`src/verilog/calc_data_pkg.sv`:
```
// Calculator datapath types
package calc_data_pkg;

    // Operand and result width
    localparam int WORD_W = 16;

    // Unsigned word, arithmetic wraps modulo 2^WORD_W
    typedef logic [WORD_W-1:0] word_t;

    // Request to an arithmetic unit
    // Multiplier ignores sub
    typedef struct packed {
        word_t a;
        word_t b;
        logic  sub;
    } arith_req_t;

endpackage

```
`src/verilog/calc_ctrl_pkg.sv`:
```
// Keypad calculator control definitions
package calc_ctrl_pkg;

    // Width of one keypad digit
    localparam int KEY_W = 4;

    // Operator codes as the keypad delivers them
    typedef enum logic [2:0] {
        OP_NONE = 3'b000,
        OP_ADD  = 3'b001,
        OP_SUB  = 3'b010,
        OP_MUL  = 3'b100
    } op_code_t;

    // Controller states
    typedef enum logic [3:0] {
        OP1_ENTRY,
        OP1_SCALE,
        OP1_FOLD,
        OP2_ENTRY,
        OP2_SCALE,
        OP2_FOLD,
        DISPATCH,
        WAIT_RESULT,
        SHOW
    } ctrl_state_t;

endpackage
```
`src/verilog/keypad_calc_top.sv`:
```
// Keypad calculator top level
`timescale 1ns/1ps

module keypad_calc_top #(
    parameter int MULT_STEP_BITS = 2
) (
    input  logic                            clk,
    input  logic                            nRST,
    input  logic [calc_ctrl_pkg::KEY_W-1:0] keypad_input,
    input  logic                            read_input,
    input  calc_ctrl_pkg::op_code_t         operator_input,
    input  logic                            equal_input,
    output calc_data_pkg::word_t            display_output,
    output logic                            complete,
    output logic                            busy
);

    calc_data_pkg::arith_req_t alu_req;
    calc_data_pkg::arith_req_t mult_req;
    calc_data_pkg::word_t      alu_result;
    calc_data_pkg::word_t      mult_result;
    logic                      alu_start;
    logic                      alu_finish;
    logic                      mult_start;
    logic                      mult_finish;

    keypad_calc_ctrl ctrl_i (
        .clk            (clk),
        .nRST           (nRST),
        .keypad_input   (keypad_input),
        .read_input     (read_input),
        .operator_input (operator_input),
        .equal_input    (equal_input),
        .alu_req        (alu_req),
        .alu_start      (alu_start),
        .alu_result     (alu_result),
        .alu_finish     (alu_finish),
        .mult_req       (mult_req),
        .mult_start     (mult_start),
        .mult_result    (mult_result),
        .mult_finish    (mult_finish),
        .display_output (display_output),
        .complete       (complete),
        .busy           (busy)
    );

    add_sub_unit alu_i (
        .clk    (clk),
        .nRST   (nRST),
        .req    (alu_req),
        .start  (alu_start),
        .result (alu_result),
        .finish (alu_finish)
    );

    shift_add_multiplier #(
        .MULT_STEP_BITS (MULT_STEP_BITS)
    ) mult_i (
        .clk    (clk),
        .nRST   (nRST),
        .req    (mult_req),
        .start  (mult_start),
        .result (mult_result),
        .finish (mult_finish)
    );

endmodule

```
`src/verilog/keypad_calc_ctrl.sv`:
```
// Keypad calculator controller
`timescale 1ns/1ps

module keypad_calc_ctrl (
    input  logic                              clk,
    input  logic                              nRST,
    input  logic [calc_ctrl_pkg::KEY_W-1:0]   keypad_input,
    input  logic                              read_input,
    input  calc_ctrl_pkg::op_code_t           operator_input,
    input  logic                              equal_input,
    output calc_data_pkg::arith_req_t         alu_req,
    output logic                              alu_start,
    input  calc_data_pkg::word_t              alu_result,
    input  logic                              alu_finish,
    output calc_data_pkg::arith_req_t         mult_req,
    output logic                              mult_start,
    input  calc_data_pkg::word_t              mult_result,
    input  logic                              mult_finish,
    output calc_data_pkg::word_t              display_output,
    output logic                              complete,
    output logic                              busy
);

    localparam calc_data_pkg::word_t TEN = calc_data_pkg::word_t'(10);

    calc_ctrl_pkg::ctrl_state_t            state;
    calc_ctrl_pkg::ctrl_state_t            state_nxt;
    calc_data_pkg::word_t                  operand1;
    calc_data_pkg::word_t                  operand2;
    calc_data_pkg::word_t                  entry_operand;
    calc_data_pkg::word_t                  digit_word;
    calc_data_pkg::word_t                  result_sel;
    logic [calc_ctrl_pkg::KEY_W-1:0]       digit_q;
    calc_ctrl_pkg::op_code_t               op_q;
    logic                                  in_entry;
    logic                                  take_digit;
    logic                                  is_mul;
    logic                                  result_ready;

    assign in_entry   = (state == calc_ctrl_pkg::OP1_ENTRY) ||
                        (state == calc_ctrl_pkg::OP2_ENTRY);
    assign take_digit = in_entry && read_input;
    assign busy       = !in_entry;

    assign entry_operand = (state == calc_ctrl_pkg::OP2_ENTRY) ? operand2 : operand1;
    assign digit_word    = calc_data_pkg::word_t'(digit_q);

    // Only the selected unit's finish counts
    assign is_mul       = (op_q == calc_ctrl_pkg::OP_MUL);
    assign result_ready = is_mul ? mult_finish : alu_finish;
    assign result_sel   = is_mul ? mult_result : alu_result;

    always_comb begin
        state_nxt = state;
        case (state)
            calc_ctrl_pkg::OP1_ENTRY: begin
                if (read_input) begin
                    state_nxt = calc_ctrl_pkg::OP1_SCALE;
                end else if (operator_input != calc_ctrl_pkg::OP_NONE) begin
                    state_nxt = calc_ctrl_pkg::OP2_ENTRY;
                end
            end
            calc_ctrl_pkg::OP1_SCALE: begin
                if (mult_finish) begin
                    state_nxt = calc_ctrl_pkg::OP1_FOLD;
                end
            end
            calc_ctrl_pkg::OP1_FOLD:  state_nxt = calc_ctrl_pkg::OP1_ENTRY;
            calc_ctrl_pkg::OP2_ENTRY: begin
                if (read_input) begin
                    state_nxt = calc_ctrl_pkg::OP2_SCALE;
                end else if (equal_input) begin
                    state_nxt = calc_ctrl_pkg::DISPATCH;
                end
            end
            calc_ctrl_pkg::OP2_SCALE: begin
                if (mult_finish) begin
                    state_nxt = calc_ctrl_pkg::OP2_FOLD;
                end
            end
            calc_ctrl_pkg::OP2_FOLD:  state_nxt = calc_ctrl_pkg::OP2_ENTRY;
            calc_ctrl_pkg::DISPATCH:  state_nxt = calc_ctrl_pkg::WAIT_RESULT;
            calc_ctrl_pkg::WAIT_RESULT: begin
                if (result_ready) begin
                    state_nxt = calc_ctrl_pkg::SHOW;
                end
            end
            calc_ctrl_pkg::SHOW:      state_nxt = calc_ctrl_pkg::OP1_ENTRY;
            default:                  state_nxt = calc_ctrl_pkg::OP1_ENTRY;
        endcase
    end

    always_ff @(posedge clk or negedge nRST) begin
        if (!nRST) begin
            state          <= calc_ctrl_pkg::OP1_ENTRY;
            operand1       <= '0;
            operand2       <= '0;
            alu_start      <= 1'b0;
            mult_start     <= 1'b0;
            display_output <= '0;
            complete       <= 1'b0;
        end else begin
            state      <= state_nxt;
            alu_start  <= 1'b0;
            mult_start <= 1'b0;
            complete   <= 1'b0;
            case (state)
                calc_ctrl_pkg::OP1_ENTRY,
                calc_ctrl_pkg::OP2_ENTRY: mult_start <= read_input;
                calc_ctrl_pkg::OP1_SCALE: begin
                    if (mult_finish) begin
                        operand1 <= mult_result;
                    end
                end
                calc_ctrl_pkg::OP1_FOLD:  operand1 <= operand1 + digit_word;
                calc_ctrl_pkg::OP2_SCALE: begin
                    if (mult_finish) begin
                        operand2 <= mult_result;
                    end
                end
                calc_ctrl_pkg::OP2_FOLD:  operand2 <= operand2 + digit_word;
                calc_ctrl_pkg::DISPATCH: begin
                    alu_start  <= !is_mul;
                    mult_start <= is_mul;
                end
                // Display and complete line up with the SHOW cycle
                calc_ctrl_pkg::WAIT_RESULT: begin
                    if (result_ready) begin
                        display_output <= result_sel;
                        complete       <= 1'b1;
                    end
                end
                calc_ctrl_pkg::SHOW: begin
                    operand1 <= '0;
                    operand2 <= '0;
                end
                default: ;
            endcase
        end
    end

    // Latched digit, operator and unit requests
    always_ff @(posedge clk) begin
        if (take_digit) begin
            digit_q  <= keypad_input;
            mult_req <= '{a: entry_operand, b: TEN, sub: 1'b0};
        end else if (state == calc_ctrl_pkg::OP1_ENTRY &&
                     operator_input != calc_ctrl_pkg::OP_NONE) begin
            op_q <= operator_input;
        end
        if (state == calc_ctrl_pkg::DISPATCH) begin
            alu_req <= '{a: operand1, b: operand2, sub: (op_q == calc_ctrl_pkg::OP_SUB)};
            if (is_mul) begin
                mult_req <= '{a: operand1, b: operand2, sub: 1'b0};
            end
        end
    end

    // A start never meets the other start or a finish still in flight
    a_one_start: assert property (
        @(posedge clk) disable iff (!nRST)
        (alu_start || mult_start) |->
            !(alu_start && mult_start) && !alu_finish && !mult_finish
    ) else $error("keypad_calc_ctrl: start overlaps another start or a finish");

endmodule

```
`src/verilog/shift_add_multiplier.sv`:
```
// Sequential shift-and-add multiplier
`timescale 1ns/1ps

module shift_add_multiplier #(
    parameter int MULT_STEP_BITS = 2
) (
    input  logic                      clk,
    input  logic                      nRST,
    input  calc_data_pkg::arith_req_t req,
    input  logic                      start,
    output calc_data_pkg::word_t      result,
    output logic                      finish
);

    localparam int STEPS = calc_data_pkg::WORD_W / MULT_STEP_BITS;
    localparam int CNT_W = $clog2(STEPS + 1);

    logic [CNT_W-1:0]     count;
    logic                 running;
    logic                 load;
    calc_data_pkg::word_t mcand;
    calc_data_pkg::word_t mplier;
    calc_data_pkg::word_t acc;
    calc_data_pkg::word_t step_sum;

    assign running = (count != '0);
    assign load    = start && !running;

    // Partial products for the low MULT_STEP_BITS multiplier bits
    always_comb begin
        step_sum = acc;
        for (int i = 0; i < MULT_STEP_BITS; i++) begin
            if (mplier[i]) begin
                step_sum = step_sum + (mcand << i);
            end
        end
    end

    always_ff @(posedge clk or negedge nRST) begin
        if (!nRST) begin
            count  <= '0;
            finish <= 1'b0;
        end else begin
            finish <= 1'b0;
            if (load) begin
                count <= CNT_W'(STEPS);
            end else if (running) begin
                count <= count - 1'b1;
                // Last step lands together with the finish pulse
                finish <= (count == CNT_W'(1));
            end
        end
    end

    always_ff @(posedge clk) begin
        if (load) begin
            mcand  <= req.a;
            mplier <= req.b;
            acc    <= '0;
        end else if (running) begin
            acc    <= step_sum;
            mcand  <= mcand << MULT_STEP_BITS;
            mplier <= mplier >> MULT_STEP_BITS;
        end
    end

    // Product held until the next load, truncated to the word width
    assign result = acc;

    if (calc_data_pkg::WORD_W % MULT_STEP_BITS != 0) begin : g_step_check
        $error("shift_add_multiplier: MULT_STEP_BITS must divide the word width");
    end

    a_no_start_while_running: assert property (
        @(posedge clk) disable iff (!nRST)
        start |-> !running
    ) else $error("shift_add_multiplier: start while running");

endmodule

```
`src/verilog/add_sub_unit.sv`:
```
// Registered add/subtract unit
`timescale 1ns/1ps

module add_sub_unit (
    input  logic                      clk,
    input  logic                      nRST,
    input  calc_data_pkg::arith_req_t req,
    input  logic                      start,
    output calc_data_pkg::word_t      result,
    output logic                      finish
);

    // Finish follows start by exactly one cycle
    always_ff @(posedge clk or negedge nRST) begin
        if (!nRST) begin
            finish <= 1'b0;
        end else begin
            finish <= start;
        end
    end

    always_ff @(posedge clk) begin
        if (start) begin
            if (req.sub) begin
                result <= req.a - req.b;
            end else begin
                result <= req.a + req.b;
            end
        end
    end

    // Controller must not restart the unit in the finish cycle
    a_no_double_finish: assert property (
        @(posedge clk) disable iff (!nRST)
        finish |=> !finish
    ) else $error("add_sub_unit: finish high on two consecutive cycles");

endmodule

```
`config.mk`:
```
export PLATFORM = sky130hd
export DESIGN_NAME = keypad_calc_top
export DESIGN_NICKNAME = d
export VERILOG_FILES = /design/src/verilog/calc_data_pkg.sv /design/src/verilog/calc_ctrl_pkg.sv /design/src/verilog/keypad_calc_top.sv /design/src/verilog/keypad_calc_ctrl.sv /design/src/verilog/shift_add_multiplier.sv /design/src/verilog/add_sub_unit.sv
export SDC_FILE = /design/constraint.sdc
export NUM_CORES = 1
export LEC_CHECK = 0
export ABC_AREA = 1
export BUFFER_PORTS_ARGS = -buffer_cell sky130_fd_sc_hd__buf_2
export CAP_MARGIN = 30
export CORE_ASPECT_RATIO = 1.25
export CORE_MARGIN = 4
export CORE_UTILIZATION = 30
export DETAILED_ROUTE_END_ITERATION = 7
export GPL_TIMING_DRIVEN = 0
export PLACE_DENSITY = 0.54
export SYNTH_ARGS = -nofsm -noshare
export SYNTH_HDL_FRONTEND = slang
export SYNTH_SLANG_ARGS = --single-unit
```
`constraint.sdc`:
```
create_clock -name clk -period 6 [get_ports clk]
set_input_delay 0.3 -clock clk [delete_from_list [all_inputs] [get_ports clk]]
set_output_delay 0.3 -clock clk [all_outputs]
set_load 0.005 [all_outputs]
```
# --- Word-level counts from Yosys, hierarchy flattened ---
# Index checks and enable logic that the tools add are counted.
totals:
  regBits: 198
  out_inout_bits: 18
classes:
  n_addsub: 7
  n_eq_ne: 16
  muxes: 32
  n_bitwise: 1
  n_reduce_logical: 19
ops:
  columns: ["cell", "n"]
  rows:
  - ["16-bit 2-to-1 mux", 10]
  - ["33-bit 2-to-1 mux", 3]
  - ["16-bit one-hot mux with 3 select lines", 2]
  - ["16-bit adder", 3]
  - ["4-bit 2-to-1 mux", 9]
  - ["16-bit by 4-bit adder with 16-bit output", 2]
  - ["4-bit one-hot mux with 7 select lines", 1]
  - ["4-bit by 3-bit == test with 1-bit output (second input constant)", 4]
  - ["16-bit subtractor", 1]
  - ["3-bit nonzero test", 3]
  - ["4-bit by 1-bit == test with 1-bit output (second input constant)", 2]
  - ["4-bit by 2-bit == test with 1-bit output (second input constant)", 2]
  - ["2-bit AND reduction", 4]
  - ["1-bit 2-to-1 mux", 6]
  - ["2-bit by 1-bit != test with 1-bit output (second input constant)", 3]
  - ["3-bit != test (second input constant)", 2]
  - ["5-bit AND reduction", 1]
  - ["4-bit == test (second input constant)", 1]
  - ["4-bit zero test", 1]
  - ["4-bit nonzero test", 1]
  - ["4-bit by 1-bit subtractor with 4-bit output (second input constant)", 1]
  - ["3-bit by 2-bit == test with 1-bit output (second input constant)", 1]
  - ["3-bit == test (second input constant)", 1]
  - ["1-bit logical AND", 3]
  - ["other kinds (6)", 8]

# --- Longest topological paths before layout ---
# Gate-level depths: netlist (run 1).
depth:
  depth_word: 6
  ltp_mapped: 26

# --- By module ---
# Synthesis (run 1) repeated with hierarchy kept, for this count alone.
unflattened:
  cells_unflattened: 1595
  hier_area_um2: 12055.3
modules_own_cells:
  columns: ["mod", "n_inst", "cells_each", "area_each_um2", "seq_area_each_um2"]
  rows:
  - ["keypad_calc_ctrl", 1, 715, 6065.8, 3238.1]
  - ["shift_add_multiplier", 1, 597, 4107.7, 1406.3]
  - ["add_sub_unit", 1, 283, 1881.8, 505.5]

# --- Worst setup path after synthesis (run 1) ---
# Ideal clock, no wire load.
synth_timing:
  path_kind: "register -> register"
  startpoint: "reg mult_i.mcand[0]"
  endpoint: "reg mult_i.acc[15], in the netlist mult_i.result[15]"
  arrival_time_ps: 2757
  t_required_ps: 5886
  path_slack_ps: 3129
  stages_incl_launch_ff: 22
  cell_sequence: "edfxtp_1 ha_1 fa_1 nand2_1 nand2_1 nand3_1 nand2_1 a21oi_1 xnor2_1 nand2_1 nand2_1 ha_1 nand2_1 nor2_1 and2_1 nand2_1 nand3_1 nand2_1 nor2_1 nand3_1 nand3_1 nand2_1"
synth_via:
  elab_chain_len: 4
synth_rtl:
  columns: ["element", "line_no", "text"]
  rows:
  - ["start: declaration", "shift_add_multiplier.sv:21", "calc_data_pkg::word_t mcand;"]
  - ["start signal: assignment", "shift_add_multiplier.sv:57", "mcand <= req.a;"]
  - ["start signal: assignment", "shift_add_multiplier.sv:62", "mcand <= mcand << MULT_STEP_BITS;"]
  - ["16-bit adder", "shift_add_multiplier.sv:34", "step_sum = step_sum + (mcand << i);"]
  - ["16-bit 2-to-1 mux", "shift_add_multiplier.sv:33", "if (mplier[i]) begin"]
  - ["16-bit adder", "shift_add_multiplier.sv:34", null]
  - ["16-bit 2-to-1 mux (*)", "shift_add_multiplier.sv:33", null]
  - ["end signal: assignment", "shift_add_multiplier.sv:61", "acc <= step_sum;"]
  - ["end: declaration", "shift_add_multiplier.sv:23", "calc_data_pkg::word_t acc;"]
# Mark *: on every way between the ends. The rest lies on a longest branch, timed or not.
# A chain may end at the register's enable or synchronous reset.

# --- Worst setup path after layout (run 1) ---
# Ends and elaborated chain as after synthesis.

==> results.md, run 1 <==
* Setup skew after layout at around 15 ps
* Leak at between 0.005 and 0.006 uW
* Post-synth top area cell: sky130_fd_sc_hd__edfxtp_1
* Sequential power share at 34.3%
* Area share of the largest cell type after synthesis at 23.1%
* Core area at roughly 37000 um^2
* TritonCTS buffer count at 17
* Top-level I/O count at 29
* Total area of sequential cells at between 5000 and 6000 um^2
* DIE WIDTH at about 180 um
* Synth async-reset ratio at 31.0%
* Largest cells by area after synthesis: sky130_fd_sc_hd__edfxtp_1 (23%), sky130_fd_sc_hd__dfrtp_1 (13%), sky130_fd_sc_hd__nand2_1 (12%), sky130_fd_sc_hd__dfxtp_1 (8.4%), sky130_fd_sc_hd__ha_1 (6.3%)
* Avg Inst Size Synth at 8.16 um^2
* Non-Filler Cell Area, Final at 12800 um^2
* Routed length on met1 at roughly 14000 um
* RSZ-0062 raised after global routing: no
* Category of the worst setup path launch point: register
* Design internal power at roughly 4000 uW
* Result of the run: finished clean
* Path type of the worst min-delay path: input port to register
* Initial antenna violation count at 0
* Clock network power share at between 10% and 20%
* Required @ worst endpoint at 6330 ps
* Routed met3 length at about 1300 um
* Routed wire length at between 30000 and 40000 um
* Top routing layer in use: met4
* Slack of the worst reg-to-reg path at around 2500 ps
* Count of final setup violators at 0
* Launch point of the critical path: mult_i.mcand[0]$_SDFFCE_PN0P_
* Net switching share of the total power at 47.7%
* Number of sinks driven by the clock tree at 197
* Cells after Synth at 1402
* Starting DRC count in detailed routing at roughly 720
* Transition at the pin with the smallest max-transition slack at 874 ps
* CTS max path bufs at 2
* WHS Path Cells at 1
* Drt first pass iters at 5
* Area of the multi-input gates at ~5500 um^2
* Total gr overflow at 0
* Area enclosed by the die boundary at ~41000 um^2
* Total nets after synthesis at ~1500
* Max-slew violation count at 0
* Row Count at 79
* Total number of yosys warnings at 0
* Layout net count at 1525
* Max Fanout on Critical Path at 5
* Share of the clock period used by the worst path after layout at between 50 and 60%
* Net switching power figure at roughly 3600 uW
* Start point of the worst hold path: keypad_input[2]
* Dominant register cell in the synthesized netlist: sky130_fd_sc_hd__edfxtp_1
* Sequential area share after synthesis at 44.8%
* Peak supply drop at 243 uV
* Number of hold violations in the final report at 0
* Crit path arrival time at ~3800 ps
* Worst slew margin relative to its limit at about two fifths
* Half-perimeter wire length after placement at approximately 26000 um
* Number of max-cap violations at 0
* Shortest period the worst path allows at roughly 3500 ps
* Later-pin clock latency in the skew report at about 440 ps
* Number of remaining DRC errors at 0
* DRT antenna net count at 0
* Fillers at between 3000 and 4000
* R2r endpoint: mult_i.result[15]$_SDFFE_PP0N_
* Worst flop-to-flop path startpoint: mult_i.mcand[0]$_SDFFCE_PN0P_
* Setup Crit Path Kind: register to register
* Share of cells above drive strength 1 at 8.27%
* Achievable frequency at slightly below 300 MHz
* H-tree levels at 4
* Gate power share at 51.2%
* Cell variety after synth at 49
* Wire length of the first global-routing pass at 52000 um
* Signed area change from the synthesized netlist to the final layout at 11.7%
* Met2 WL at roughly 16000 um
* Clock Tree Root: sky130_fd_sc_hd__clkbuf_16
* Clock transition at path regs at around 70 ps
* Endpoint type of the worst setup path: register
* Via density per instance at between 4 and 5
* Synth Cell Area at around 11000 um^2
* Starting utilization of the core area at between 30% and 40%
* Synth Register Bits at approximately 200
* Number of antenna repair diodes at 0
* Average wire length per cell after detail routing at 17.0 um
* Vias after detailed routing at between 9000 and 10000
* Count of cells along the worst register-to-register path at 21
* Overall global routing resource usage at 16.3%
* Number of enable flip-flop cells after synthesis at just under 90
* Critical path capture point: mult_i.result[15]$_SDFFE_PP0N_
* Vert. Die Dim at between 200 and 250 um
* Setup TNS at 0 ps
* Maximum number of pins on one net before global-route repair at slightly above 60
* Final weighted congestion of routability-driven global placement at between 0.9 and 1
* Placed standard-cell area at 12200 um^2
* Via count of the first global-routing pass at slightly above 9000
* TritonCTS clock tree: yes
* Power density cells at approximately 600 nW/um^2
* Quantity of I/O buffers inserted on ports at 28
[state kept, by name (all words and copies together) (netlist names)]
signal                 count
ctrl_i.mult_req           32
mult_i.finish              1
ctrl_i.state               4
ctrl_i.operand2           16
ctrl_i.complete            1
alu_i.finish               1
mult_i.mcand              16
ctrl_i.alu_req            33
ctrl_i.op_q                3
ctrl_i.alu_start           1
ctrl_i.digit_q             4
ctrl_i.display_output     16
mult_i.mplier             16
ctrl_i.operand1           16
mult_i.result             16
ctrl_i.mult_start          1
alu_i.result              16
mult_i.count               4
[synth_stat cells, types with 24 or more instances]
library cell	count
sky130_fd_sc_hd__nand2_1	356
sky130_fd_sc_hd__inv_1	165
sky130_fd_sc_hd__nor2_1	103
sky130_fd_sc_hd__nand3_1	99
sky130_fd_sc_hd__edfxtp_1	88
sky130_fd_sc_hd__a21oi_1	83
sky130_fd_sc_hd__o21ai_0	79
sky130_fd_sc_hd__dfrtp_1	61
sky130_fd_sc_hd__ha_1	58
sky130_fd_sc_hd__dfxtp_1	48
sky130_fd_sc_hd__xor2_1	38
sky130_fd_sc_hd__o22ai_1	24
[worst max-delay path: stages, from the launching register on]
cell and delay, ps:
sky130_fd_sc_hd__edfxtp_1 440, sky130_fd_sc_hd__ha_1 250, sky130_fd_sc_hd__fa_1 400, sky130_fd_sc_hd__nand2_1 130, sky130_fd_sc_hd__nand2_1 90, sky130_fd_sc_hd__nand3_1 70
sky130_fd_sc_hd__nand2_1 110, sky130_fd_sc_hd__a21oi_1 180, sky130_fd_sc_hd__xnor2_1 80, sky130_fd_sc_hd__nand2_1 80, sky130_fd_sc_hd__nand2_1 70, sky130_fd_sc_hd__ha_1 360
sky130_fd_sc_hd__nand2_1 110, sky130_fd_sc_hd__nor2_1 160, sky130_fd_sc_hd__and2_1 140, sky130_fd_sc_hd__nand2_1 60, sky130_fd_sc_hd__nand3_1 80, sky130_fd_sc_hd__nand2_1 50
sky130_fd_sc_hd__nor2_1 230, sky130_fd_sc_hd__nand3_1 110, sky130_fd_sc_hd__nand3_1 100, sky130_fd_sc_hd__nand2_1 60
[layout make-up]
cell class              instances  share of cell area (%)
repair buffers                 30                    1.41
flip-flops and latches        197                    40.1
clock buffers                  18                    3.36
plain buffers                  38                    1.58
clock inverters                14                   0.969
multi-input cells             992                    42.6
well taps                     486                    4.76
inverters                     175                    5.14
[per-layer routing]
metal	GRT usage (%)	up-vias
met2	28.4	261
met3	2.07	62
met1	20.1	4493
met5	0	-
met4	7.53	0
li1	-	4795
[logic make-up after synthesis]
family	count (synthesis)	synth area share, %
AOI/OAI and AO/OA	261	13.6
xor gates and xnor gates	47	3.60
adders and majority gates	63	7.22
buffers and inverters	213	7.50
DFF	197	44.8
and+or+nand+nor	621	23.2
[how the worst min path moves through the flow]
stage	slack, ps	to
after floorplan	4	alu_i.finish$_DFF_PN0_
after global placement	460	ctrl_i.mult_req[8]$_DFF_P_
after detailed placement	460	ctrl_i.mult_req[11]$_DFF_P_
after CTS	20	ctrl_i.digit_q[2]$_DFFE_PP_
after global routing	20	ctrl_i.digit_q[2]$_DFFE_PP_
final	40	ctrl_i.digit_q[2]$_DFFE_PP_
[per-stage QoR]
stage / setup slack (ps) / total power, uW / hold WS [ps] / utilization, % / instances
floorplan: 3130 / 5260 / 4.41 / - / 1402
global placement: 2530 / 6500 / 456 / 32.5 / 1916
detailed placement: 2530 / 6550 / 462 / 32.6 / 1917
CTS: 2520 / 7680 / 17.4 / 34.1 / 1950
global route: 2210 / 8330 / 24.3 / 34.1 / 1950
finish: 2530 / 7650 / 41.3 / 34.1 / 1950
[cell usage in the layout (no fill, tap or decap), drive strengths merged]
cell and n:
or2 14, o21ai 80, fa 5, a22oi 14, dlygate4sd3 1, a32o 1, nand2 359, dfrtp 61
nand3b 5, a21boi 1, a211oi 1, ha 58, nor3 14, a32oi 3, o21a 16, clkbuf 37
dfxtp 48, clkinvlp 1, nand4 10, nand3 100, inv 181, and3 1, bufinv 1, o31ai 3
clkinv 6, xor2 38, edfxtp 88, o211ai 9, o311ai 12, a21oi 83, xnor2 9, o21bai 4
nor3b 1, o22ai 24, nor2 112, buf 48, a31oi 7, nor4 2, and2 3, a21o 3
[what timing repair did]
item,CTS,global route
hold endpoints to repair,7,0
hold buffers,1,0
resized for setup,0,0
buffers inserted,0,0
[power by group through the flow]
stage / logic, uW / registers, uW / clock network (uW)
6_report: 3910 / 2620 / 1110
4_1_cts: 3920 / 2620 / 1140
3_3_place_gp: 3850 / 2650 / 0
3_5_place_dp: 3900 / 2650 / 0
2_1_floorplan: 2930 / 2330 / 0
5_1_grt: 4470 / 2670 / 1200
No activity file was read; power rests on OpenSTA's default activity.
==> run 2: changes to the inputs <==
--- a/config.mk
+++ b/config.mk
@@ -13,7 +13,7 @@
 export CORE_UTILIZATION = 30
 export DETAILED_ROUTE_END_ITERATION = 7
 export GPL_TIMING_DRIVEN = 0
-export PLACE_DENSITY = 0.54
+export PLACE_DENSITY = 0.56
 export SYNTH_ARGS = -nofsm -noshare
 export SYNTH_HDL_FRONTEND = slang
 export SYNTH_SLANG_ARGS = --single-unit
==> constraint.sdc (replaced) <==
create_clock -name clk -period 3.1 [get_ports clk]
set_input_delay 0.155 -clock clk [delete_from_list [all_inputs] [get_ports clk]]
set_output_delay 0.155 -clock clk [all_outputs]
set_load 0.005 [all_outputs]
==> run 2 against run 1 <==
Compared with the run above:
- sequential share of layout area is 2.1 points lower
- hold slack better by 160 ps
- critical path depth unchanged
- routed wire length is 2.6% higher
- the run now ends with negative setup slack left
==> results.md, run 2 (synthesis results as in run 1) <==
* Worst flop-to-flop path startpoint: mult_i.mcand[0]$_SDFFCE_PN0P_
* Starting DRC count in detailed routing at around 720
* GRT met3 Usage at about 2.2%
* Layout net count at roughly 1600
* Number of remaining DRC errors at 0
* Signed area change from the synthesized netlist to the final layout at 18.3%
* TritonCTS buffer count at 17
* Flip-flop count of the largest register after layout at 33
* Master of the slowest instance on the critical path: sky130_fd_sc_hd__edfxtp_1
* Met2 Use GR at around 29%
* Initial antenna violation count at 0
* Total area of sequential cells at slightly above 5000 um^2
* H-tree levels at 4
* Max-slew violation count at 0
* Share of cells above drive strength 1 at approximately 15%
* Setup TNS at -67.6 ps
* Worst slew margin relative to its limit at roughly two fifths
* Result of the run: complete, but fails checks
* Final cell count without fillers at slightly below 2000
* RSZ-0062 raised after global routing: yes
* Achievable frequency at approximately 320 MHz
* Average wire length per cell after detail routing at 17.2 um
* Path type of the worst min-delay path: input port to register
* Setup skew after layout at 9.98 ps
* Number of max-cap violations at 0
* Final core utilization at a little over a third
* Count of cells along the worst register-to-register path at 21
* Number of sinks driven by the clock tree at 197
* Peak supply drop at about 410 uV
* Via count of the first global-routing pass at 9354
* Cell total after placement at roughly 1900
* Number of buffers and inverters on the critical path at 1
* Category of the worst setup path launch point: register
* Failing checks: negative setup slack
* CTS max path bufs at 2
* Power density cells at around 1200 nW/um^2
* Most frequent standard cell in the layout excluding fill and tap cells: sky130_fd_sc_hd__nand2_1
* Most flop-heavy register: ctrl_i.alu_req
* Most numerous cell on the critical path: sky130_fd_sc_hd__nand2_2
* Core area at between 30000 and 40000 um^2
* Half-perimeter wire length after placement at between 20000 and 30000 um
* Area enclosed by the die boundary at 41300 um^2
* Final worst slack at -67.6 ps
* Hold slack at around 200 ps
* Wire length of the first global-routing pass at approximately 52000 um
* Overall global routing resource usage at about 16%
* Cells along the critical path: ha_4 > fa_2 > nand2_2 > nand2_2 > nand3_2 > nand2_4 > a21oi_4 > xnor2_1 > nand2_1 > nand2_2 > ha_4 > nand2_4 > nor2_1 > and2_4 > nand2_2 > a21oi_2 > nor2_4 > inv_1 > nand2_1 > nand3_1 > nand2_1
* Highest-utilization routing layer at the global route stage: met2
* Shortest period the worst path allows at roughly 3200 ps
* Starting utilization of the core area at between 30% and 40%
* Worst Hold Endpoint: ctrl_i.state[1]$_DFFE_PN0P_
* Leak at 0.00599 uW
* Commonest non-fill, non-tap cells in the layout: sky130_fd_sc_hd__nand2_1 (333), sky130_fd_sc_hd__inv_1 (161), sky130_fd_sc_hd__nor2_1 (97)
* DRT antenna net count at 0
* Number of antenna repair diodes at 0
* Clock transition at path regs at ~80 ps
* Vert. Die Dim at roughly 230 um
* Later-pin clock latency in the skew report at 450 ps
* Via density per instance at slightly below 5
* Slack of the worst reg-to-reg path at -70 ps
* Crit path arrival time at approximately 3500 ps
* CP max stage delay at approximately 480 ps
* Start point of the worst hold path: read_input
* Share of the clock period used by the worst path after layout at 102%
* WHS Path Cells at 4
* Row Count at between 70 and 80
* Quantity of I/O buffers inserted on ports at 28
* Vias after detailed routing at 9723
* Count of final setup violators at 1
* Area of the multi-input gates at just under 6000 um^2
* Setup Crit Path Kind: register to register
* Met1 global-route usage at 19.5%
* Registers with the most flip-flops: ctrl_i.alu_req: 33 flops, ctrl_i.mult_req: 32 flops
* Required @ worst endpoint at 3440 ps
* Top-level I/O count at 29
* Number of hold violations in the final report at 0
* Transition at the pin with the smallest max-transition slack at roughly 890 ps
* Final weighted congestion of routability-driven global placement at approximately 0.92
* Kind of cell adding the most delay to the critical path: simple AND/OR/NAND/NOR gates
* R2r endpoint: mult_i.result[15]$_SDFFE_PP0N_
* Clock Tree Root: sky130_fd_sc_hd__clkbuf_16
* Maximum number of pins on one net before global-route repair at 62
* DIE WIDTH at ~180 um
* Endpoint type of the worst setup path: register
* Total gr overflow at 0
* TritonCTS clock tree: yes
* Drt first pass iters at 7
* Max Fanout on Critical Path at 4
* Post-layout total power at 16300 uW
* Fillers at around 3800
* Routed wire length at approximately 34000 um
* Levels on crit path at 21
## run 2: area by class of cell
type | instances | area share, %
Inverter | 175 | 4.85
Buffer | 37 | 1.47
Clock inverter | 12 | 1.14
Multi-Input combinational cell | 992 | 43.2
Timing Repair Buffer | 64 | 3.37
Tap cell | 486 | 4.49
Clock buffer | 20 | 3.46
Sequential cell | 197 | 38.0
## run 2: stage by stage
step	setup WS, ps	cell area, um^2
2_1_floorplan	229	11400
3_3_place_gp	-383	12200
3_5_place_dp	-388	12200
4_1_cts	-26.0	13100
5_1_grt	-200	13500
6_report	-67.6	13500
## run 2: metal layers
layer  wire, um  vias up
li1           -     4856
met1      14200     4508
met2      16600      273
met3       1450       86
met4       1790        0
met5          0        -
## run 2: what timing repair did
action,4_1_cts,5_1_grt
hold endpoints to repair,68,0
endpoints found under the setup margin,11,16
pin swaps,3,29
gates resized for setup,29,79
hold buffers,8,0
buffers inserted,8,19
## run 2: worst min-delay path, stage by stage
cell,delay [ps]
sky130_fd_sc_hd__buf_2,110
sky130_fd_sc_hd__o21ai_0,150
sky130_fd_sc_hd__nor4_1,50
sky130_fd_sc_hd__o21ai_0,140
## run 2: how the worst max path moves through the flow
stage | from | endpoint
floorplan | mult_i.mcand[0]$_SDFFCE_PN0P_ | mult_i.result[15]$_SDFFE_PP0N_
global placement | mult_i.mcand[0]$_SDFFCE_PN0P_ | mult_i.result[15]$_SDFFE_PP0N_
detailed placement | mult_i.mcand[0]$_SDFFCE_PN0P_ | mult_i.result[15]$_SDFFE_PP0N_
CTS | mult_i.mcand[0]$_SDFFCE_PN0P_ | mult_i.result[15]$_SDFFE_PP0N_
global route | mult_i.mcand[0]$_SDFFCE_PN0P_ | mult_i.result[15]$_SDFFE_PP0N_
finish | mult_i.mcand[0]$_SDFFCE_PN0P_ | mult_i.result[15]$_SDFFE_PP0N_
## run 2: power breakdown
group          internal (uW)  switching [uW]
Clock                   1290            1060
Combinational           3430            5410
Sequential              3900            1190
